[src/verilog/cu_ctrl_pkg.sv]
`default_nettype none

package cu_ctrl_pkg;

	typedef logic [2:0] cpu_cycle_t;			// CPU cycle number, 1 to 6

	localparam cpu_cycle_t CYC_FETCH = 3'd1;	// PC to MAR, memory read
	localparam cpu_cycle_t CYC_PCINC = 3'd2;	// PC plus 2
	localparam cpu_cycle_t CYC_IR = 3'd3;		// Instruction register load
	localparam cpu_cycle_t CYC_DECODE = 3'd4;
	localparam cpu_cycle_t CYC_EXEC1 = 3'd5;
	localparam cpu_cycle_t CYC_EXEC2 = 3'd6;	// Second step of BL and SWAP

	typedef logic [1:0] bus_sel_t;				// Data bus source

	localparam bus_sel_t BUS_MDR = 2'd0;
	localparam bus_sel_t BUS_REG = 2'd1;		// Register file
	localparam bus_sel_t BUS_IR = 2'd2;
	localparam bus_sel_t BUS_UNIT = 2'd2;		// Byte manipulator or sign extender
	localparam bus_sel_t BUS_ALU = 2'd3;

	localparam logic [4:0] REG_LR = 5'd5;		// Link register
	localparam logic [4:0] REG_PC = 5'd7;
	localparam logic [4:0] REG_CONST2 = 5'd10;	// Constant table entry holding 2
	localparam logic [4:0] REG_TEMP = 5'd16;	// Scratch register for SWAP

	localparam logic [5:0] ALU_ADD = 6'd0;
	localparam logic [5:0] ALU_SRA = 6'd24;		// Shifts follow BIS in the ALU table
	localparam logic [2:0] BM_SWPB = 3'd4;		// Byte swap, after the four byte moves
	localparam logic [3:0] SXT_BIT_BYTE = 4'd7;	// SXT extends from bit 7
	localparam logic [3:0] SXT_BIT_BR = 4'd10;	// Branch offset sign bit

	typedef struct packed {
		logic alu_en;				// ALU enable
		logic id_en;				// Instruction decoder enable
		logic sxt_en;				// Sign extender enable
		logic bm_en;				// Byte manipulator enable
		logic mem_rd;				// Memory read from MAR into MDR
		logic mar_from_reg;			// Load MAR from addr_rnum_src
		logic dbus_wr;				// Write the data bus into a register
		logic dbus_wb;				// Byte write when set
		bus_sel_t dbus_src;
		logic [4:0] dbus_rnum_dst;
		logic [4:0] dbus_rnum_src;
		logic [4:0] alu_rnum_dst;	// ALU D-bus operand and result register
		logic [4:0] alu_rnum_src;	// ALU S-bus operand
		logic [4:0] unit_rnum;		// Byte manipulator / sign extender input
		logic [4:0] addr_rnum_src;	// Register driven to the MAR
		logic [5:0] alu_op;
		logic [2:0] bm_op;
		logic [3:0] sxt_bit;		// Bit to extend from
		logic s_bus_sel;			// 1 = sign extender on the ALU S-bus
		logic sxt_sel;				// 1 = sign extender takes the offset field
		logic psw_update;			// ALU writes the flags
	} ctrl_word_t;

endpackage

`default_nettype wire

[src/verilog/cu_isa_pkg.sv]
`default_nettype none

package cu_isa_pkg;

	typedef struct packed {
		logic [6:0] op;		// Opcode number from the decoder
		logic [2:0] dst;	// Destination register
		logic [2:0] srccon;	// Source register or constant index
		logic wb;			// 1 = byte, 0 = word
		logic rc;			// 1 = constant table, 0 = register file
		logic [3:0] c;		// CEX condition code
		logic [2:0] t;		// CEX true group length
		logic [2:0] f;		// CEX false group length
		logic [2:0] pr;		// SETPRI requested priority
		logic [4:0] pswb;	// SETCC/CLRCC bit mask (V, SLP, N, Z, C)
	} instr_fields_t;

	localparam logic [6:0] OP_BL = 7'd0;		// Branch with link
	localparam logic [6:0] OP_BEQ = 7'd1;		// First of the EQ..MI branches
	localparam logic [6:0] OP_BN = 7'd5;		// Last of the EQ..MI branches
	localparam logic [6:0] OP_BGE = 7'd6;
	localparam logic [6:0] OP_BLT = 7'd7;
	localparam logic [6:0] OP_BRA = 7'd8;		// Unconditional branch
	localparam logic [6:0] OP_ADD = 7'd9;		// First register ALU op
	localparam logic [6:0] OP_BIS = 7'd20;		// Last register ALU op
	localparam logic [6:0] OP_MOV = 7'd21;
	localparam logic [6:0] OP_SWAP = 7'd22;		// Two steps through TEMP
	localparam logic [6:0] OP_SRA = 7'd23;
	localparam logic [6:0] OP_RRC = 7'd24;
	localparam logic [6:0] OP_SWPB = 7'd25;
	localparam logic [6:0] OP_SXT = 7'd26;
	localparam logic [6:0] OP_SETPRI = 7'd27;
	localparam logic [6:0] OP_SETCC = 7'd29;
	localparam logic [6:0] OP_CLRCC = 7'd30;
	localparam logic [6:0] OP_CEX = 7'd31;		// Conditional execution header
	localparam logic [6:0] OP_MOVL = 7'd34;		// First byte move
	localparam logic [6:0] OP_MOVH = 7'd37;		// Last byte move

	localparam logic [3:0] CC_EQ = 4'd0;
	localparam logic [3:0] CC_NE = 4'd1;
	localparam logic [3:0] CC_CS = 4'd2;
	localparam logic [3:0] CC_CC = 4'd3;
	localparam logic [3:0] CC_MI = 4'd4;
	localparam logic [3:0] CC_PL = 4'd5;
	localparam logic [3:0] CC_VS = 4'd6;
	localparam logic [3:0] CC_VC = 4'd7;
	localparam logic [3:0] CC_HI = 4'd8;
	localparam logic [3:0] CC_LS = 4'd9;
	localparam logic [3:0] CC_GE = 4'd10;
	localparam logic [3:0] CC_LT = 4'd11;
	localparam logic [3:0] CC_GT = 4'd12;
	localparam logic [3:0] CC_LE = 4'd13;
	localparam logic [3:0] CC_TR = 4'd14;		// Always true
	localparam logic [3:0] CC_FL = 4'd15;		// Always false

	localparam int PSW_C = 0;					// Carry
	localparam int PSW_Z = 1;					// Zero
	localparam int PSW_N = 2;					// Negative
	localparam int PSW_SLP = 3;					// Sleep, set while at a breakpoint
	localparam int PSW_V = 4;					// Overflow
	localparam int PSW_PRI_LO = 5;				// Low bit of the 3-bit priority
	localparam logic [15:0] PSW_RESET = 16'h60E0;	// Priority 7, flags clear

endpackage

`default_nettype wire

[src/verilog/cex_tracker.sv]
`timescale 1ns/1ps
`default_nettype none

module cex_tracker (
	input wire clock,
	input wire cpucycle_rst,
	input wire cu_ctrl_pkg::cpu_cycle_t cycle,
	input wire cu_isa_pkg::instr_fields_t fields,
	input wire cond_true,
	output logic run_ok
);

	logic active;					// Inside a CEX block
	logic result;					// CEX condition outcome
	logic [2:0] true_cnt;			// True group instructions left
	logic [2:0] false_cnt;			// False group instructions left
	logic in_true;					// Current instruction is in the true group

	assign in_true = (true_cnt != 3'd0);
	assign run_ok = !active || (in_true ? result : !result);

	always_ff @(posedge clock)
	begin
		if (cpucycle_rst)
		begin
			active <= 1'b0;
			result <= 1'b0;
			true_cnt <= 3'd0;
			false_cnt <= 3'd0;
		end
		else if (cycle == cu_ctrl_pkg::CYC_EXEC1 && fields.op == cu_isa_pkg::OP_CEX)
		begin
			active <= (fields.t != 3'd0) || (fields.f != 3'd0);	// Empty block stays inactive
			result <= cond_true;
			true_cnt <= fields.t;
			false_cnt <= fields.f;
		end
		else if (cycle == cu_ctrl_pkg::CYC_DECODE && active)
		begin
			if (in_true)
			begin
				true_cnt <= true_cnt - 3'd1;
				active <= (true_cnt != 3'd1) || (false_cnt != 3'd0);
			end
			else
			begin
				false_cnt <= false_cnt - 3'd1;
				active <= (false_cnt != 3'd1);		// Last false instruction closes the block
			end
		end
	end

	a_cex_no_underflow: assert property (@(posedge clock) disable iff (cpucycle_rst)
		(cycle == cu_ctrl_pkg::CYC_DECODE && active) |-> (true_cnt != 3'd0 || false_cnt != 3'd0))
		else $error("CEX count decremented below zero");

endmodule

`default_nettype wire

[src/verilog/cond_code_eval.sv]
`timescale 1ns/1ps
`default_nettype none

module cond_code_eval (
	input wire cu_isa_pkg::instr_fields_t fields,
	input wire [15:0] psw,
	output logic cond_true
);

	logic [3:0] code;		// Condition selected for this instruction
	logic ge;				// Signed greater or equal, N == V

	assign ge = (psw[cu_isa_pkg::PSW_N] == psw[cu_isa_pkg::PSW_V]);

	always_comb
	begin
		if (fields.op == cu_isa_pkg::OP_CEX)
			code = fields.c;							// CEX carries its own code
		else if (fields.op inside {[cu_isa_pkg::OP_BEQ:cu_isa_pkg::OP_BN]})
			code = fields.op[3:0] - 4'd1;				// BEQ..BN map to EQ..MI
		else if (fields.op inside {[cu_isa_pkg::OP_BGE:cu_isa_pkg::OP_BLT]})
			code = fields.op[3:0] + 4'd4;				// BGE, BLT map to GE, LT
		else
			code = cu_isa_pkg::CC_TR;					// BRA and everything else
	end

	always_comb
	begin
		case (code)
			cu_isa_pkg::CC_EQ: cond_true = psw[cu_isa_pkg::PSW_Z];
			cu_isa_pkg::CC_NE: cond_true = !psw[cu_isa_pkg::PSW_Z];
			cu_isa_pkg::CC_CS: cond_true = psw[cu_isa_pkg::PSW_C];
			cu_isa_pkg::CC_CC: cond_true = !psw[cu_isa_pkg::PSW_C];
			cu_isa_pkg::CC_MI: cond_true = psw[cu_isa_pkg::PSW_N];
			cu_isa_pkg::CC_PL: cond_true = !psw[cu_isa_pkg::PSW_N];
			cu_isa_pkg::CC_VS: cond_true = psw[cu_isa_pkg::PSW_V];
			cu_isa_pkg::CC_VC: cond_true = !psw[cu_isa_pkg::PSW_V];
			cu_isa_pkg::CC_HI: cond_true = psw[cu_isa_pkg::PSW_C] && !psw[cu_isa_pkg::PSW_Z];
			cu_isa_pkg::CC_LS: cond_true = !psw[cu_isa_pkg::PSW_C] || psw[cu_isa_pkg::PSW_Z];
			cu_isa_pkg::CC_GE: cond_true = ge;
			cu_isa_pkg::CC_LT: cond_true = !ge;
			cu_isa_pkg::CC_GT: cond_true = !psw[cu_isa_pkg::PSW_Z] && ge;
			cu_isa_pkg::CC_LE: cond_true = psw[cu_isa_pkg::PSW_Z] || !ge;
			cu_isa_pkg::CC_TR: cond_true = 1'b1;
			cu_isa_pkg::CC_FL: cond_true = 1'b0;
			default: cond_true = 1'b0;
		endcase
	end

endmodule

`default_nettype wire

[src/verilog/control_unit.sv]
`timescale 1ns/1ps
`default_nettype none

module control_unit (
	input wire clock,
	input wire cpucycle_rst,
	input wire cu_isa_pkg::instr_fields_t fields,	// Held from IR until the instruction ends
	input wire [15:0] pc,
	input wire [15:0] brkpnt,
	input wire [15:0] psw_in,
	input wire psw_wr,
	output cu_ctrl_pkg::ctrl_word_t ctrl,
	output logic [15:0] psw_out,
	output logic pri_fault
);

	cu_ctrl_pkg::cpu_cycle_t cycle;
	logic halted;						// At the breakpoint
	logic last_step;
	logic run_ok;
	logic cond_true;
	logic psw_set;
	logic psw_clr;
	logic pri_req;

	cycle_sequencer u_seq (
		.clock(clock), .cpucycle_rst(cpucycle_rst), .pc(pc), .brkpnt(brkpnt),
		.last_step(last_step), .cycle(cycle), .halted(halted)
	);

	exec_decoder u_dec (
		.clock(clock), .cpucycle_rst(cpucycle_rst), .cycle(cycle), .halted(halted),
		.fields(fields), .run_ok(run_ok), .cond_true(cond_true), .ctrl(ctrl),
		.last_step(last_step), .psw_set(psw_set), .psw_clr(psw_clr), .pri_req(pri_req)
	);

	psw_reg u_psw (
		.clock(clock), .cpucycle_rst(cpucycle_rst), .psw_in(psw_in), .psw_wr(psw_wr),
		.halted(halted), .psw_set(psw_set), .psw_clr(psw_clr), .pri_req(pri_req),
		.fields(fields), .psw(psw_out), .pri_fault(pri_fault)
	);

	cex_tracker u_cex (
		.clock(clock), .cpucycle_rst(cpucycle_rst), .cycle(cycle), .fields(fields),
		.cond_true(cond_true), .run_ok(run_ok)
	);

	cond_code_eval u_cond (
		.fields(fields), .psw(psw_out), .cond_true(cond_true)	// Uses the registered PSW
	);

endmodule

`default_nettype wire

[src/verilog/cycle_sequencer.sv]
`timescale 1ns/1ps
`default_nettype none

module cycle_sequencer (
	input wire clock,
	input wire cpucycle_rst,
	input wire [15:0] pc,
	input wire [15:0] brkpnt,
	input wire last_step,				// Decoder says this cycle ends the instruction
	output cu_ctrl_pkg::cpu_cycle_t cycle,
	output logic halted
);

	assign halted = (pc == brkpnt);		// Breakpoint hit

	always_ff @(posedge clock)
	begin
		if (cpucycle_rst)
			cycle <= cu_ctrl_pkg::CYC_FETCH;
		else if (halted)
			cycle <= cycle;							// Hold until the breakpoint moves
		else if (last_step)
			cycle <= cu_ctrl_pkg::CYC_FETCH;		// Next instruction
		else
			cycle <= cycle + 3'd1;
	end

	a_cycle_range: assert property (@(posedge clock) disable iff (cpucycle_rst)
		(cycle >= cu_ctrl_pkg::CYC_FETCH) && (cycle <= cu_ctrl_pkg::CYC_EXEC2))
		else $error("CPU cycle left the range 1 to 6");

endmodule

`default_nettype wire

[src/verilog/exec_decoder.sv]
`timescale 1ns/1ps
`default_nettype none

module exec_decoder (
	input wire clock,
	input wire cpucycle_rst,
	input wire cu_ctrl_pkg::cpu_cycle_t cycle,
	input wire halted,
	input wire cu_isa_pkg::instr_fields_t fields,
	input wire run_ok,					// CEX lets this instruction run
	input wire cond_true,				// Branch condition
	output cu_ctrl_pkg::ctrl_word_t ctrl,
	output logic last_step,
	output logic psw_set,
	output logic psw_clr,
	output logic pri_req
);

	cu_ctrl_pkg::ctrl_word_t nxt;		// Word for the current cycle
	logic [4:0] dst_r;					// dst as a register number
	logic [4:0] src_r;					// srccon as a register number

	// PC plus sign-extended offset, shared by branches and BL
	function automatic cu_ctrl_pkg::ctrl_word_t pc_add_word();
		cu_ctrl_pkg::ctrl_word_t w;
		w = '0;
		w.alu_en = 1'b1;
		w.alu_op = cu_ctrl_pkg::ALU_ADD;
		w.alu_rnum_dst = cu_ctrl_pkg::REG_PC;
		w.s_bus_sel = 1'b1;							// Offset on the S-bus
		w.sxt_en = 1'b1;
		w.sxt_sel = 1'b1;
		w.sxt_bit = cu_ctrl_pkg::SXT_BIT_BR;
		return w;
	endfunction

	assign dst_r = {2'b00, fields.dst};
	assign src_r = {2'b00, fields.srccon};

	always_comb
	begin
		nxt = '0;
		nxt.dbus_src = cu_ctrl_pkg::BUS_MDR;		// Bus parks on MDR
		last_step = 1'b0;
		psw_set = 1'b0;
		psw_clr = 1'b0;
		pri_req = 1'b0;
		if (!halted)
		begin
			case (cycle)
				cu_ctrl_pkg::CYC_FETCH:
				begin
					nxt.mar_from_reg = 1'b1;
					nxt.addr_rnum_src = cu_ctrl_pkg::REG_PC;
					nxt.mem_rd = 1'b1;
				end
				cu_ctrl_pkg::CYC_PCINC:
				begin
					nxt.alu_en = 1'b1;
					nxt.alu_op = cu_ctrl_pkg::ALU_ADD;
					nxt.alu_rnum_dst = cu_ctrl_pkg::REG_PC;
					nxt.alu_rnum_src = cu_ctrl_pkg::REG_CONST2;
					nxt.dbus_wr = 1'b1;
					nxt.dbus_src = cu_ctrl_pkg::BUS_ALU;
					nxt.dbus_rnum_dst = cu_ctrl_pkg::REG_PC;
				end
				cu_ctrl_pkg::CYC_IR:
				begin
					nxt.dbus_wr = 1'b1;
					nxt.dbus_src = cu_ctrl_pkg::BUS_IR;
				end
				cu_ctrl_pkg::CYC_DECODE:
				begin
					nxt.id_en = run_ok;
					last_step = !run_ok;						// Skipped by CEX
				end
				cu_ctrl_pkg::CYC_EXEC1:
				begin
					last_step = 1'b1;							// Most instructions end here
					case (fields.op) inside
						[cu_isa_pkg::OP_ADD:cu_isa_pkg::OP_BIS], cu_isa_pkg::OP_SRA,
						cu_isa_pkg::OP_RRC:
						begin
							if (fields.op inside {[cu_isa_pkg::OP_ADD:cu_isa_pkg::OP_BIS]})
								nxt.alu_op = {5'(fields.op - cu_isa_pkg::OP_ADD), fields.wb};
							else
								nxt.alu_op = cu_ctrl_pkg::ALU_SRA +
									{5'(fields.op - cu_isa_pkg::OP_SRA), fields.wb};
							nxt.alu_en = 1'b1;
							nxt.alu_rnum_dst = dst_r;
							nxt.alu_rnum_src = {1'b0, fields.rc, fields.srccon};	// rc selects constants
							nxt.psw_update = 1'b1;
							nxt.dbus_wr = 1'b1;
							nxt.dbus_wb = fields.wb;
							nxt.dbus_src = cu_ctrl_pkg::BUS_ALU;
							nxt.dbus_rnum_dst = dst_r;
						end
						cu_isa_pkg::OP_MOV, cu_isa_pkg::OP_SWAP, cu_isa_pkg::OP_BL:
						begin
							if (fields.op == cu_isa_pkg::OP_BL)
								nxt = pc_add_word();					// Offset add ready for EXEC2
							nxt.dbus_wr = 1'b1;
							nxt.dbus_src = cu_ctrl_pkg::BUS_REG;
							nxt.dbus_wb = (fields.op == cu_isa_pkg::OP_MOV) && fields.wb;
							nxt.dbus_rnum_src = (fields.op == cu_isa_pkg::OP_BL) ?
								cu_ctrl_pkg::REG_PC : src_r;
							case (fields.op)
								cu_isa_pkg::OP_MOV: nxt.dbus_rnum_dst = dst_r;
								cu_isa_pkg::OP_SWAP: nxt.dbus_rnum_dst = cu_ctrl_pkg::REG_TEMP;
								default: nxt.dbus_rnum_dst = cu_ctrl_pkg::REG_LR;	// Return address
							endcase
							last_step = (fields.op == cu_isa_pkg::OP_MOV);
						end
						cu_isa_pkg::OP_SWPB, [cu_isa_pkg::OP_MOVL:cu_isa_pkg::OP_MOVH]:
						begin
							nxt.bm_en = 1'b1;
							nxt.bm_op = (fields.op == cu_isa_pkg::OP_SWPB) ? cu_ctrl_pkg::BM_SWPB :
								3'(fields.op - cu_isa_pkg::OP_MOVL);
							nxt.unit_rnum = dst_r;
							nxt.dbus_wr = 1'b1;
							nxt.dbus_src = cu_ctrl_pkg::BUS_UNIT;
							nxt.dbus_rnum_dst = dst_r;
						end
						cu_isa_pkg::OP_SXT:
						begin
							nxt.sxt_en = 1'b1;
							nxt.sxt_bit = cu_ctrl_pkg::SXT_BIT_BYTE;
							nxt.sxt_sel = 1'b0;							// Register input
							nxt.unit_rnum = dst_r;
							nxt.dbus_wr = 1'b1;
							nxt.dbus_src = cu_ctrl_pkg::BUS_UNIT;
							nxt.dbus_rnum_dst = dst_r;
						end
						[cu_isa_pkg::OP_BEQ:cu_isa_pkg::OP_BRA]:
						begin
							if (cond_true)
							begin
								nxt = pc_add_word();
								nxt.dbus_wr = 1'b1;
								nxt.dbus_src = cu_ctrl_pkg::BUS_ALU;
								nxt.dbus_rnum_dst = cu_ctrl_pkg::REG_PC;
							end
						end
						cu_isa_pkg::OP_SETCC: psw_set = 1'b1;
						cu_isa_pkg::OP_CLRCC: psw_clr = 1'b1;
						cu_isa_pkg::OP_SETPRI: pri_req = 1'b1;
						default: nxt.id_en = 1'b0;						// CEX and unused codes idle
					endcase
				end
				cu_ctrl_pkg::CYC_EXEC2:
				begin
					last_step = 1'b1;
					if (fields.op == cu_isa_pkg::OP_BL)
					begin
						nxt = pc_add_word();						// Jump to the target
						nxt.dbus_wr = 1'b1;
						nxt.dbus_src = cu_ctrl_pkg::BUS_ALU;
						nxt.dbus_rnum_dst = cu_ctrl_pkg::REG_PC;
					end
					else if (fields.op == cu_isa_pkg::OP_SWAP)
					begin
						nxt.dbus_wr = 1'b1;
						nxt.dbus_src = cu_ctrl_pkg::BUS_REG;
						nxt.dbus_rnum_src = cu_ctrl_pkg::REG_TEMP;
						nxt.dbus_rnum_dst = dst_r;
					end
				end
				default: last_step = 1'b1;							// Recover to FETCH
			endcase
		end
	end

	always_ff @(posedge clock)
	begin
		if (cpucycle_rst)
			ctrl <= '0;										// Idle word
		else
			ctrl <= nxt;
	end

endmodule

`default_nettype wire

[src/verilog/psw_reg.sv]
`timescale 1ns/1ps
`default_nettype none

module psw_reg (
	input wire clock,
	input wire cpucycle_rst,
	input wire [15:0] psw_in,			// Flags from the datapath
	input wire psw_wr,
	input wire halted,
	input wire psw_set,					// SETCC strobe
	input wire psw_clr,					// CLRCC strobe
	input wire pri_req,					// SETPRI strobe
	input wire cu_isa_pkg::instr_fields_t fields,
	output logic [15:0] psw,
	output logic pri_fault
);

	logic [15:0] psw_next;
	logic [2:0] cur_pri;				// Running priority
	logic lowers;						// Requested priority is below the current one

	assign cur_pri = psw[cu_isa_pkg::PSW_PRI_LO +: 3];
	assign lowers = (fields.pr < cur_pri);

	always_comb
	begin
		psw_next = psw_wr ? psw_in : psw;					// Datapath load first
		if (psw_set)
			psw_next[4:0] = psw[4:0] | fields.pswb;			// Instruction wins on the flags
		else if (psw_clr)
			psw_next[4:0] = psw[4:0] & ~fields.pswb;
		if (pri_req && lowers)
			psw_next[cu_isa_pkg::PSW_PRI_LO +: 3] = fields.pr;
		psw_next[cu_isa_pkg::PSW_SLP] = halted;				// Sleep mirrors the breakpoint hold
	end

	always_ff @(posedge clock)
	begin
		if (cpucycle_rst)
		begin
			psw <= cu_isa_pkg::PSW_RESET;
			pri_fault <= 1'b0;
		end
		else
		begin
			psw <= psw_next;
			pri_fault <= pri_req && !lowers;				// Raising or equal priority faults
		end
	end

endmodule

`default_nettype wire

[config.mk]
export PLATFORM = sky130hd
export DESIGN_NAME = control_unit
export DESIGN_NICKNAME = d
export VERILOG_FILES = /design/src/verilog/cu_ctrl_pkg.sv /design/src/verilog/cu_isa_pkg.sv /design/src/verilog/cex_tracker.sv /design/src/verilog/cond_code_eval.sv /design/src/verilog/control_unit.sv /design/src/verilog/cycle_sequencer.sv /design/src/verilog/exec_decoder.sv /design/src/verilog/psw_reg.sv
export SDC_FILE = /design/constraint.sdc
export NUM_CORES = 1
export LEC_CHECK = 0
export BUFFER_PORTS_ARGS = -buffer_cell sky130_fd_sc_hd__buf_2
export CORE_MARGIN = 3
export CORE_UTILIZATION = 45
export DETAILED_ROUTE_END_ITERATION = 10
export PLACE_DENSITY = 0.74
export SETUP_SLACK_MARGIN = 0.4
export SYNTH_ARGS = -nofsm -noshare
export SYNTH_HDL_FRONTEND = slang
export SYNTH_SLANG_ARGS = --single-unit
[constraint.sdc]
create_clock -name clock -period 9.2 [get_ports clock]
set_clock_uncertainty 0.15 [all_clocks]
set_input_delay 2.76 -clock clock [delete_from_list [all_inputs] [get_ports clock]]
set_output_delay 2.76 -clock clock [all_outputs]
set_load 0.02 [all_outputs]
; Word level (Yosys, flattened, before mapping)
; Cells that the tools add are included.
[classes]
mux = 165
n_bitwise = 4
addsub = 9
n_eq_ne = 36
div_mod_pow = 0
reduce_logical = 45
order_cmp = 10
multipliers = 0
shift = 0
[ops]
columns = operator, count
row1 = 2-to-1 mux 56 bit, 2
row2 = 2-to-1 mux 5 bit, 17
row3 = 2-to-1 mux 1 bit, 81
row4 = == test 7 x 5 -> 1 bit (second input constant), 10
row5 = 2-to-1 mux 10 bit, 5
row6 = 2-to-1 mux 3 bit, 15
row7 = 2-to-1 mux 6 bit, 7
row8 = 2-to-1 mux 7 bit, 5
row9 = 2-to-1 mux 34 bit, 1
row10 = == test 4 bit (second input constant), 8
row11 = 2-to-1 mux 4 bit, 8
row12 = case mux 10 bit (3 select lines), 1
row13 = case mux 5 bit (2 select lines), 3
row14 = case mux 5 bit (3 select lines), 2
row15 = case mux 10 bit (2 select lines), 1
row16 = == test 16 bit, 1
row17 = == test 4 x 3 -> 1 bit (second input constant), 4
row18 = case mux 1 bit (16 select lines), 1
row19 = nonzero test 3 bit, 5
row20 = <= comparator 7 x 3 -> 1 bit (second input constant), 2
row21 = logical AND 1 bit, 12
row22 = 2-to-1 mux 12 bit, 1
row23 = case mux 1 bit (3 select lines), 4
row24 = case mux 6 bit (2 select lines), 1
row25 = 42 further kinds, 72
[totals]
mem_bits_ro = 0
latch_bits = 0
memories = 0
in_bits = 84
reg_bits = 84
mem_bits_rw = 0
word_cells = 300
output_inout_bits = 73

; Longest topological paths before layout
[logic_depth]
word_depth = 14
depth_mapped = 15
depth_no_buf = 12

; Modules after synthesis
; A second synthesis with hierarchy kept.
[unflattened]
cells_unflattened = 510
hier_area_um2 = 4371.7
[by_module_without_submodules]
columns = module, seq_area_each_um2, instances, cells_per_inst, area_each_um2
row1 = exec_decoder, 780.7, 1, 252, 2073.2
row2 = psw_reg, 340.3, 1, 85, 825.8
row3 = cond_code_eval, 0.0, 1, 69, 583.1
row4 = cex_tracker, 160.2, 1, 69, 561.8
row5 = cycle_sequencer, 60.1, 1, 35, 327.8

; Worst setup path after synthesis
; OpenSTA, ideal clock, no wires.
[synth_timing]
path_type = input-to-reg
from = input port fields[29] in the netlist's numbering
to = register u_dec.ctrl[4] (netlist name)
path_buffers = 3
required_time_ns = 8.976
path_stages = 15
path_slack_ns = 3.784
arrival_ns = 5.192
setup_ns = 0.074
path_cell_list = buf_2 -> inv_1 -> ha_1 -> clkbuf_1 -> nand2_1 -> a32o_1 -> mux2_4 -> o21ai_4 -> mux2i_1 -> xnor2_1 -> nand3_1 -> nand4_2 -> nand3_2 -> buf_6 -> a31oi_1
[synth_between]
elab_chain_len = 14
elab_cells_between_ends = 56
cone_classes = add/sub: 2 / order compare: 9 / eq/ne: 22 / mux: 13 / reduce/logical: 10
[synth_lines]
columns = element, line_no
row1 = start: declaration, control_unit.sv:7  ; input wire cu_isa_pkg::instr_fields_t fields,
row2 = >= comparator 7 x 3 -> 1 bit or <= comparator 7 x 3 -> 1 bit (tied branches), cond_code_eval.sv:21  ; else if (fields.op inside {[cu_isa_pkg::OP_BGE:cu_isa_pkg::OP_BLT]})
row3 = logical AND 1 bit, cond_code_eval.sv:21
row4 = 2-to-1 mux 4 bit, cond_code_eval.sv:21
row5 = 2-to-1 mux 4 bit, cond_code_eval.sv:19  ; else if (fields.op inside {[cu_isa_pkg::OP_BEQ:cu_isa_pkg::OP_BN]})
row6 = 2-to-1 mux 4 bit, cond_code_eval.sv:17  ; if (fields.op == cu_isa_pkg::OP_CEX)
row7 = "== test 4 bit, or another cell as far along", cond_code_eval.sv:29  ; case (code)
row8 = case mux 1 bit (16 select lines), cond_code_eval.sv:29
row9 = 2-to-1 mux 56 bit, exec_decoder.sv:136  ; if (cond_true)
row10 = 2-to-1 mux 4 bit (5 in a row), exec_decoder.sv:80  ; case (fields.op) inside
row11 = case mux 10 bit (2 select lines) *, exec_decoder.sv:50  ; case (cycle)
; Every way passes the cells marked *; elsewhere a longest branch is shown, timed or not.
; A chain may end at the register's enable or synchronous reset.

; Worst setup path in the final report
[layout_timing]
from = input port fields[27] in the netlist's numbering
to = register u_dec.ctrl[42] (netlist name)
[layout_between]
elab_chain_len = 14
elab_cells_between_ends = 57
cone_classes = add/sub: 2 / order compare: 9 / eq/ne: 22 / mux: 14 / reduce/logical: 10
[layout_lines]
columns = element, line_no
row1 = >= comparator 7 x 3 -> 1 bit or <= comparator 7 x 3 -> 1 bit (tied branches), cond_code_eval.sv:21
row2 = logical AND 1 bit, cond_code_eval.sv:21
row3 = 2-to-1 mux 4 bit, cond_code_eval.sv:21
row4 = 2-to-1 mux 4 bit, cond_code_eval.sv:19
row5 = 2-to-1 mux 4 bit, cond_code_eval.sv:17
row6 = "== test 4 bit, or another cell as far along", cond_code_eval.sv:29
row7 = case mux 1 bit (16 select lines), cond_code_eval.sv:29
row8 = 2-to-1 mux 56 bit, exec_decoder.sv:136
row9 = 2-to-1 mux 7 bit (5 in a row), exec_decoder.sv:80
row10 = case mux 5 bit (3 select lines) *, exec_decoder.sv:50
; Marked as above.

==> results.py <==
metrics = {
    "setup_path": {
        "critPathKind": "input port to flop",
        "cp_data_arrival_time_ns": 5.79,
        "critPathSlowestCell": "ha_1",
        "r2r_end": "u_cex.false_cnt[2]",
        "worstPathMaxFanout": 13,
        "end_kind": "flop",
        "worstPathCellList": "buf_2, inv_1, ha_1, nand2_1, a32o_1, mux2_4, o21ai_4, mux2i_1, xnor2_1, nand3_1, nand4_2, nand3_2, o31ai_1",
        "cp.depth": 13,
        "required_ns": 9.28,
        "r2r_start": "u_seq.cycle[0]",
        "rrSetupSlack_ns": 6.70,
        "path_buf_inv": 2,
        "critical-path-top-delay-family": "compound AO/OA/AOI/OAI gates",
        "reg2reg_depth": 6,
        "cp-start-kind": "input port",
        "max_stage_delay_ns": 0.41,
    },
    "synthesis": {
        "yosysUniqueCellTypes": 61,
        "ys.flop_type": "dfxtp_1",
        "synth_edf_count": 0,
        "synth_warnings": 0,
        "synthArstFlopShare_pct": 0,
        "synth_area_per_cell_um2": 8.37,
        "ys_ff_latch": 68,
        "synthCells": 493,
        "yosysSeqAreaShare_pct": 33.0,
        "synth_area_um2": 4130,
    },
    "clock_network": {
        "clockBufferDepth": 2,
        "clk_latency_ns": 0.34,
        "postCtsHoldBufs": 0,
        "clkTransAtPathRegs_ns": 0.07,
        "cts-root-buf": "clkbuf_8",
        "post_cts_buffers": 0,
        "cts_made_buffers": 9,
        "cts_max_level": 3,
        "clock-sinks": 68,
        "ctsResizeCount": 0,
        "cts_tree": "done",
    },
    "global_routing": {
        "grt-ovfl-total": 0,
        "grt_max_degree": 28,
        "grt_pass1_vias": 3855,
        "grt_use_total_pct": 20.8,
        "grt_antenna_before_repair": 0,
        "grt_pass1_wl_mm": 17.4,
    },
    "floorplanning": {
        "die_w_um": 102,
        "core-area_um2": 8810,
        "rows": 34,
        "dieArea_um2": 10400,
        "ioPinCount": 157,
        "die_h_um": 102,
        "start_util_pct": 46.8,
    },
    "timing": {
        "worstMarginPinSlew_ns": 0.817,
        "hold_violations": 0,
        "slew_headroom_pct": 45.4,
        "slew_viol_final": 0,
        "period_share_pct": 62.1,
        "setup_viol": 0,
        "period_needed_ns": 5.71,
        "rsz0062_at_grt": "false",
        "fmax_mhz": 175,
        "finalSetupTns_ns": 0,
    },
    "drt": {
        "wl_per_cell_um": 14.9,
        "route.met3.wl_um": 877,
        "dr.pass1.iters": 4,
        "vias": 3936,
        "route.met2.wl_mm": 5.10,
        "drc": 0,
        "dr.max_layer_used": "met4",
        "viasPerCell": 5.37,
        "wl_met1_mm": 4.75,
        "drt_iter0_drc": 175,
        "wl_mm": 10.9,
        "ant_nets": 0,
    },
    "min_path": {
        "min_from": "u_cex.false_cnt[1]",
        "min_to": "u_cex.false_cnt[1]",
        "holdCritPathClass": "flop to flop",
        "min_path_cells": 2,
    },
    "power": {
        "cellPowerDensity_nw_per_um2": 163,
        "max-vdd-ir-drop_uv": 79.7,
        "p_total_mw": 0.822,
        "p_leak_nw": 2.34,
    },
    "cells_and_area": {
        "syn_to_final_growth_pct": 22.0,
        "fin_nets": 731,
        "largest_register_ffs": 40,
        "fill_cells": 818,
        "postLayoutCoreUtil_pct": 57.1,
        "n_antenna_cell": 0,
        "drive_above_1_share_pct": 27.7,
    },
    "placement": {
        "io_buffers": 145,
        "hpwl_mm": 8.50,
        "gp_congestion": 0.999,
    },
    "outcome": {
        "status": "finished clean",
    },
    "job": {
        "cap_violations": 0,
    },
}
[logic make-up after synthesis]
kind of cell	Yosys count	share of synthesized area, %
simple gates	185	23.2
compound gates	113	18.6
buf+inv	55	6.88
flops	68	33.0
mux	17	4.31
xor+xnor	27	5.73
fa+ha+maj	27	8.19
other cells	1	0.0909
[layout by cell type, fill, tap and decap left out, types with 3 or more instances in the layout]
| cell type | synthesis | routed |
|---|---|---|
| buf_2 | 2 | 145 |
| dfxtp_1 | 68 | 68 |
| nor2_1 | 51 | 51 |
| nand2_1 | 39 | 39 |
| a21oi_1 | 34 | 34 |
| ha_1 | 27 | 27 |
| o21ai_0 | 21 | 21 |
| inv_1 | 18 | 18 |
| nor2b_1 | 18 | 18 |
| xor2_1 | 17 | 17 |
| nand3_1 | 14 | 14 |
| mux2i_1 | 14 | 14 |
| a211oi_1 | 14 | 14 |
| and2_1 | 11 | 11 |
| xnor2_1 | 10 | 10 |
| conb_1 | 1 | 9 |
| clkbuf_8 | 0 | 9 |
| and3_1 | 8 | 8 |
| nor3_1 | 8 | 8 |
| nand2b_1 | 8 | 8 |
| a211o_1 | 6 | 6 |
| o31ai_1 | 6 | 6 |
| a31oi_1 | 6 | 6 |
| nor4_1 | 6 | 6 |
| nand4_1 | 5 | 5 |
| a2bb2oi_1 | 3 | 3 |
| o211ai_1 | 3 | 3 |
| o21a_1 | 3 | 3 |
| bufinv_16 | 0 | 3 |
[through the flow]
| stage | hold slack (ns) | area [µm²] | setup slack, ns | std cells |
|---|---|---|---|---|
| after floorplan | 0.282 | 4160 | 3.78 | 501 |
| after global placement | 0.291 | 4800 | 3.22 | 717 |
| after detailed placement | 0.297 | 4800 | 3.18 | 717 |
| after CTS | 0.309 | 5030 | 3.55 | 733 |
| after global routing | 0.352 | 5030 | 3.21 | 733 |
| final | 0.307 | 5030 | 3.49 | 733 |
[power breakdown]
group | switching (mW) | total [mW] | internal, mW
Clock | 0.116 | 0.295 | 0.180
Sequential | 0.0139 | 0.324 | 0.310
Combinational | 0.125 | 0.202 | 0.0776
[worst min-delay path: cells and delay by family (launching register included)]
| kind | cells | cell delay, ns |
|---|---|---|
| simple gates | 1 | 0.05 |
| compound gates | 1 | 0.05 |
| flops | 1 | 0.31 |
[per-layer routing]
metal | vias up | global-route usage [%]
met4 | 0 | 9.41
met5 | - | 0
li1 | 1960 | -
met3 | 14 | 3.99
met2 | 171 | 35.0
met1 | 1791 | 25.6
[final cells by class]
cell class                      count  area [µm²]  area share [%]
Clock buffer                       11         131            2.61
Clock inverter                      5         100            1.99
Timing Repair Buffer              145         726            14.4
Multi-Input combinational cell    378        2510            49.9
Inverter                           18        67.6            1.34
Sequential cell                    68        1360            27.1
Tap cell                          108         135            2.69
[worst max-delay path by stage]
stage / start / endpoint
2_1_floorplan: fields[29] / u_dec.ctrl[4]
3_3_place_gp: fields[27] / u_dec.ctrl[42]
3_5_place_dp: fields[27] / u_dec.ctrl[42]
4_1_cts: fields[27] / u_dec.ctrl[42]
5_1_grt: fields[27] / u_psw.psw[2]
6_report: fields[27] / u_dec.ctrl[42]
[Yosys cell counts, types with 6 or more instances]
cell	number	area (µm²)
and3_1	8	50.1
a211o_1	6	52.6
nor4_1	6	37.5
nand3_1	14	70.1
buf_4	16	120
xor2_1	17	149
and2_1	11	68.8
inv_1	18	67.6
nor3_1	8	40.0
mux2i_1	14	140
o21ai_0	21	105
nor2_1	51	191
ha_1	27	338
dfxtp_1	68	1360
xnor2_1	10	87.6
nor2b_1	18	113
a211oi_1	14	105
clkbuf_1	16	60.1
nand2b_1	8	50.1
a21oi_1	34	170
nand2_1	39	146
a31oi_1	6	37.5
o31ai_1	6	45.0
Power figures use the tool's default switching activity.
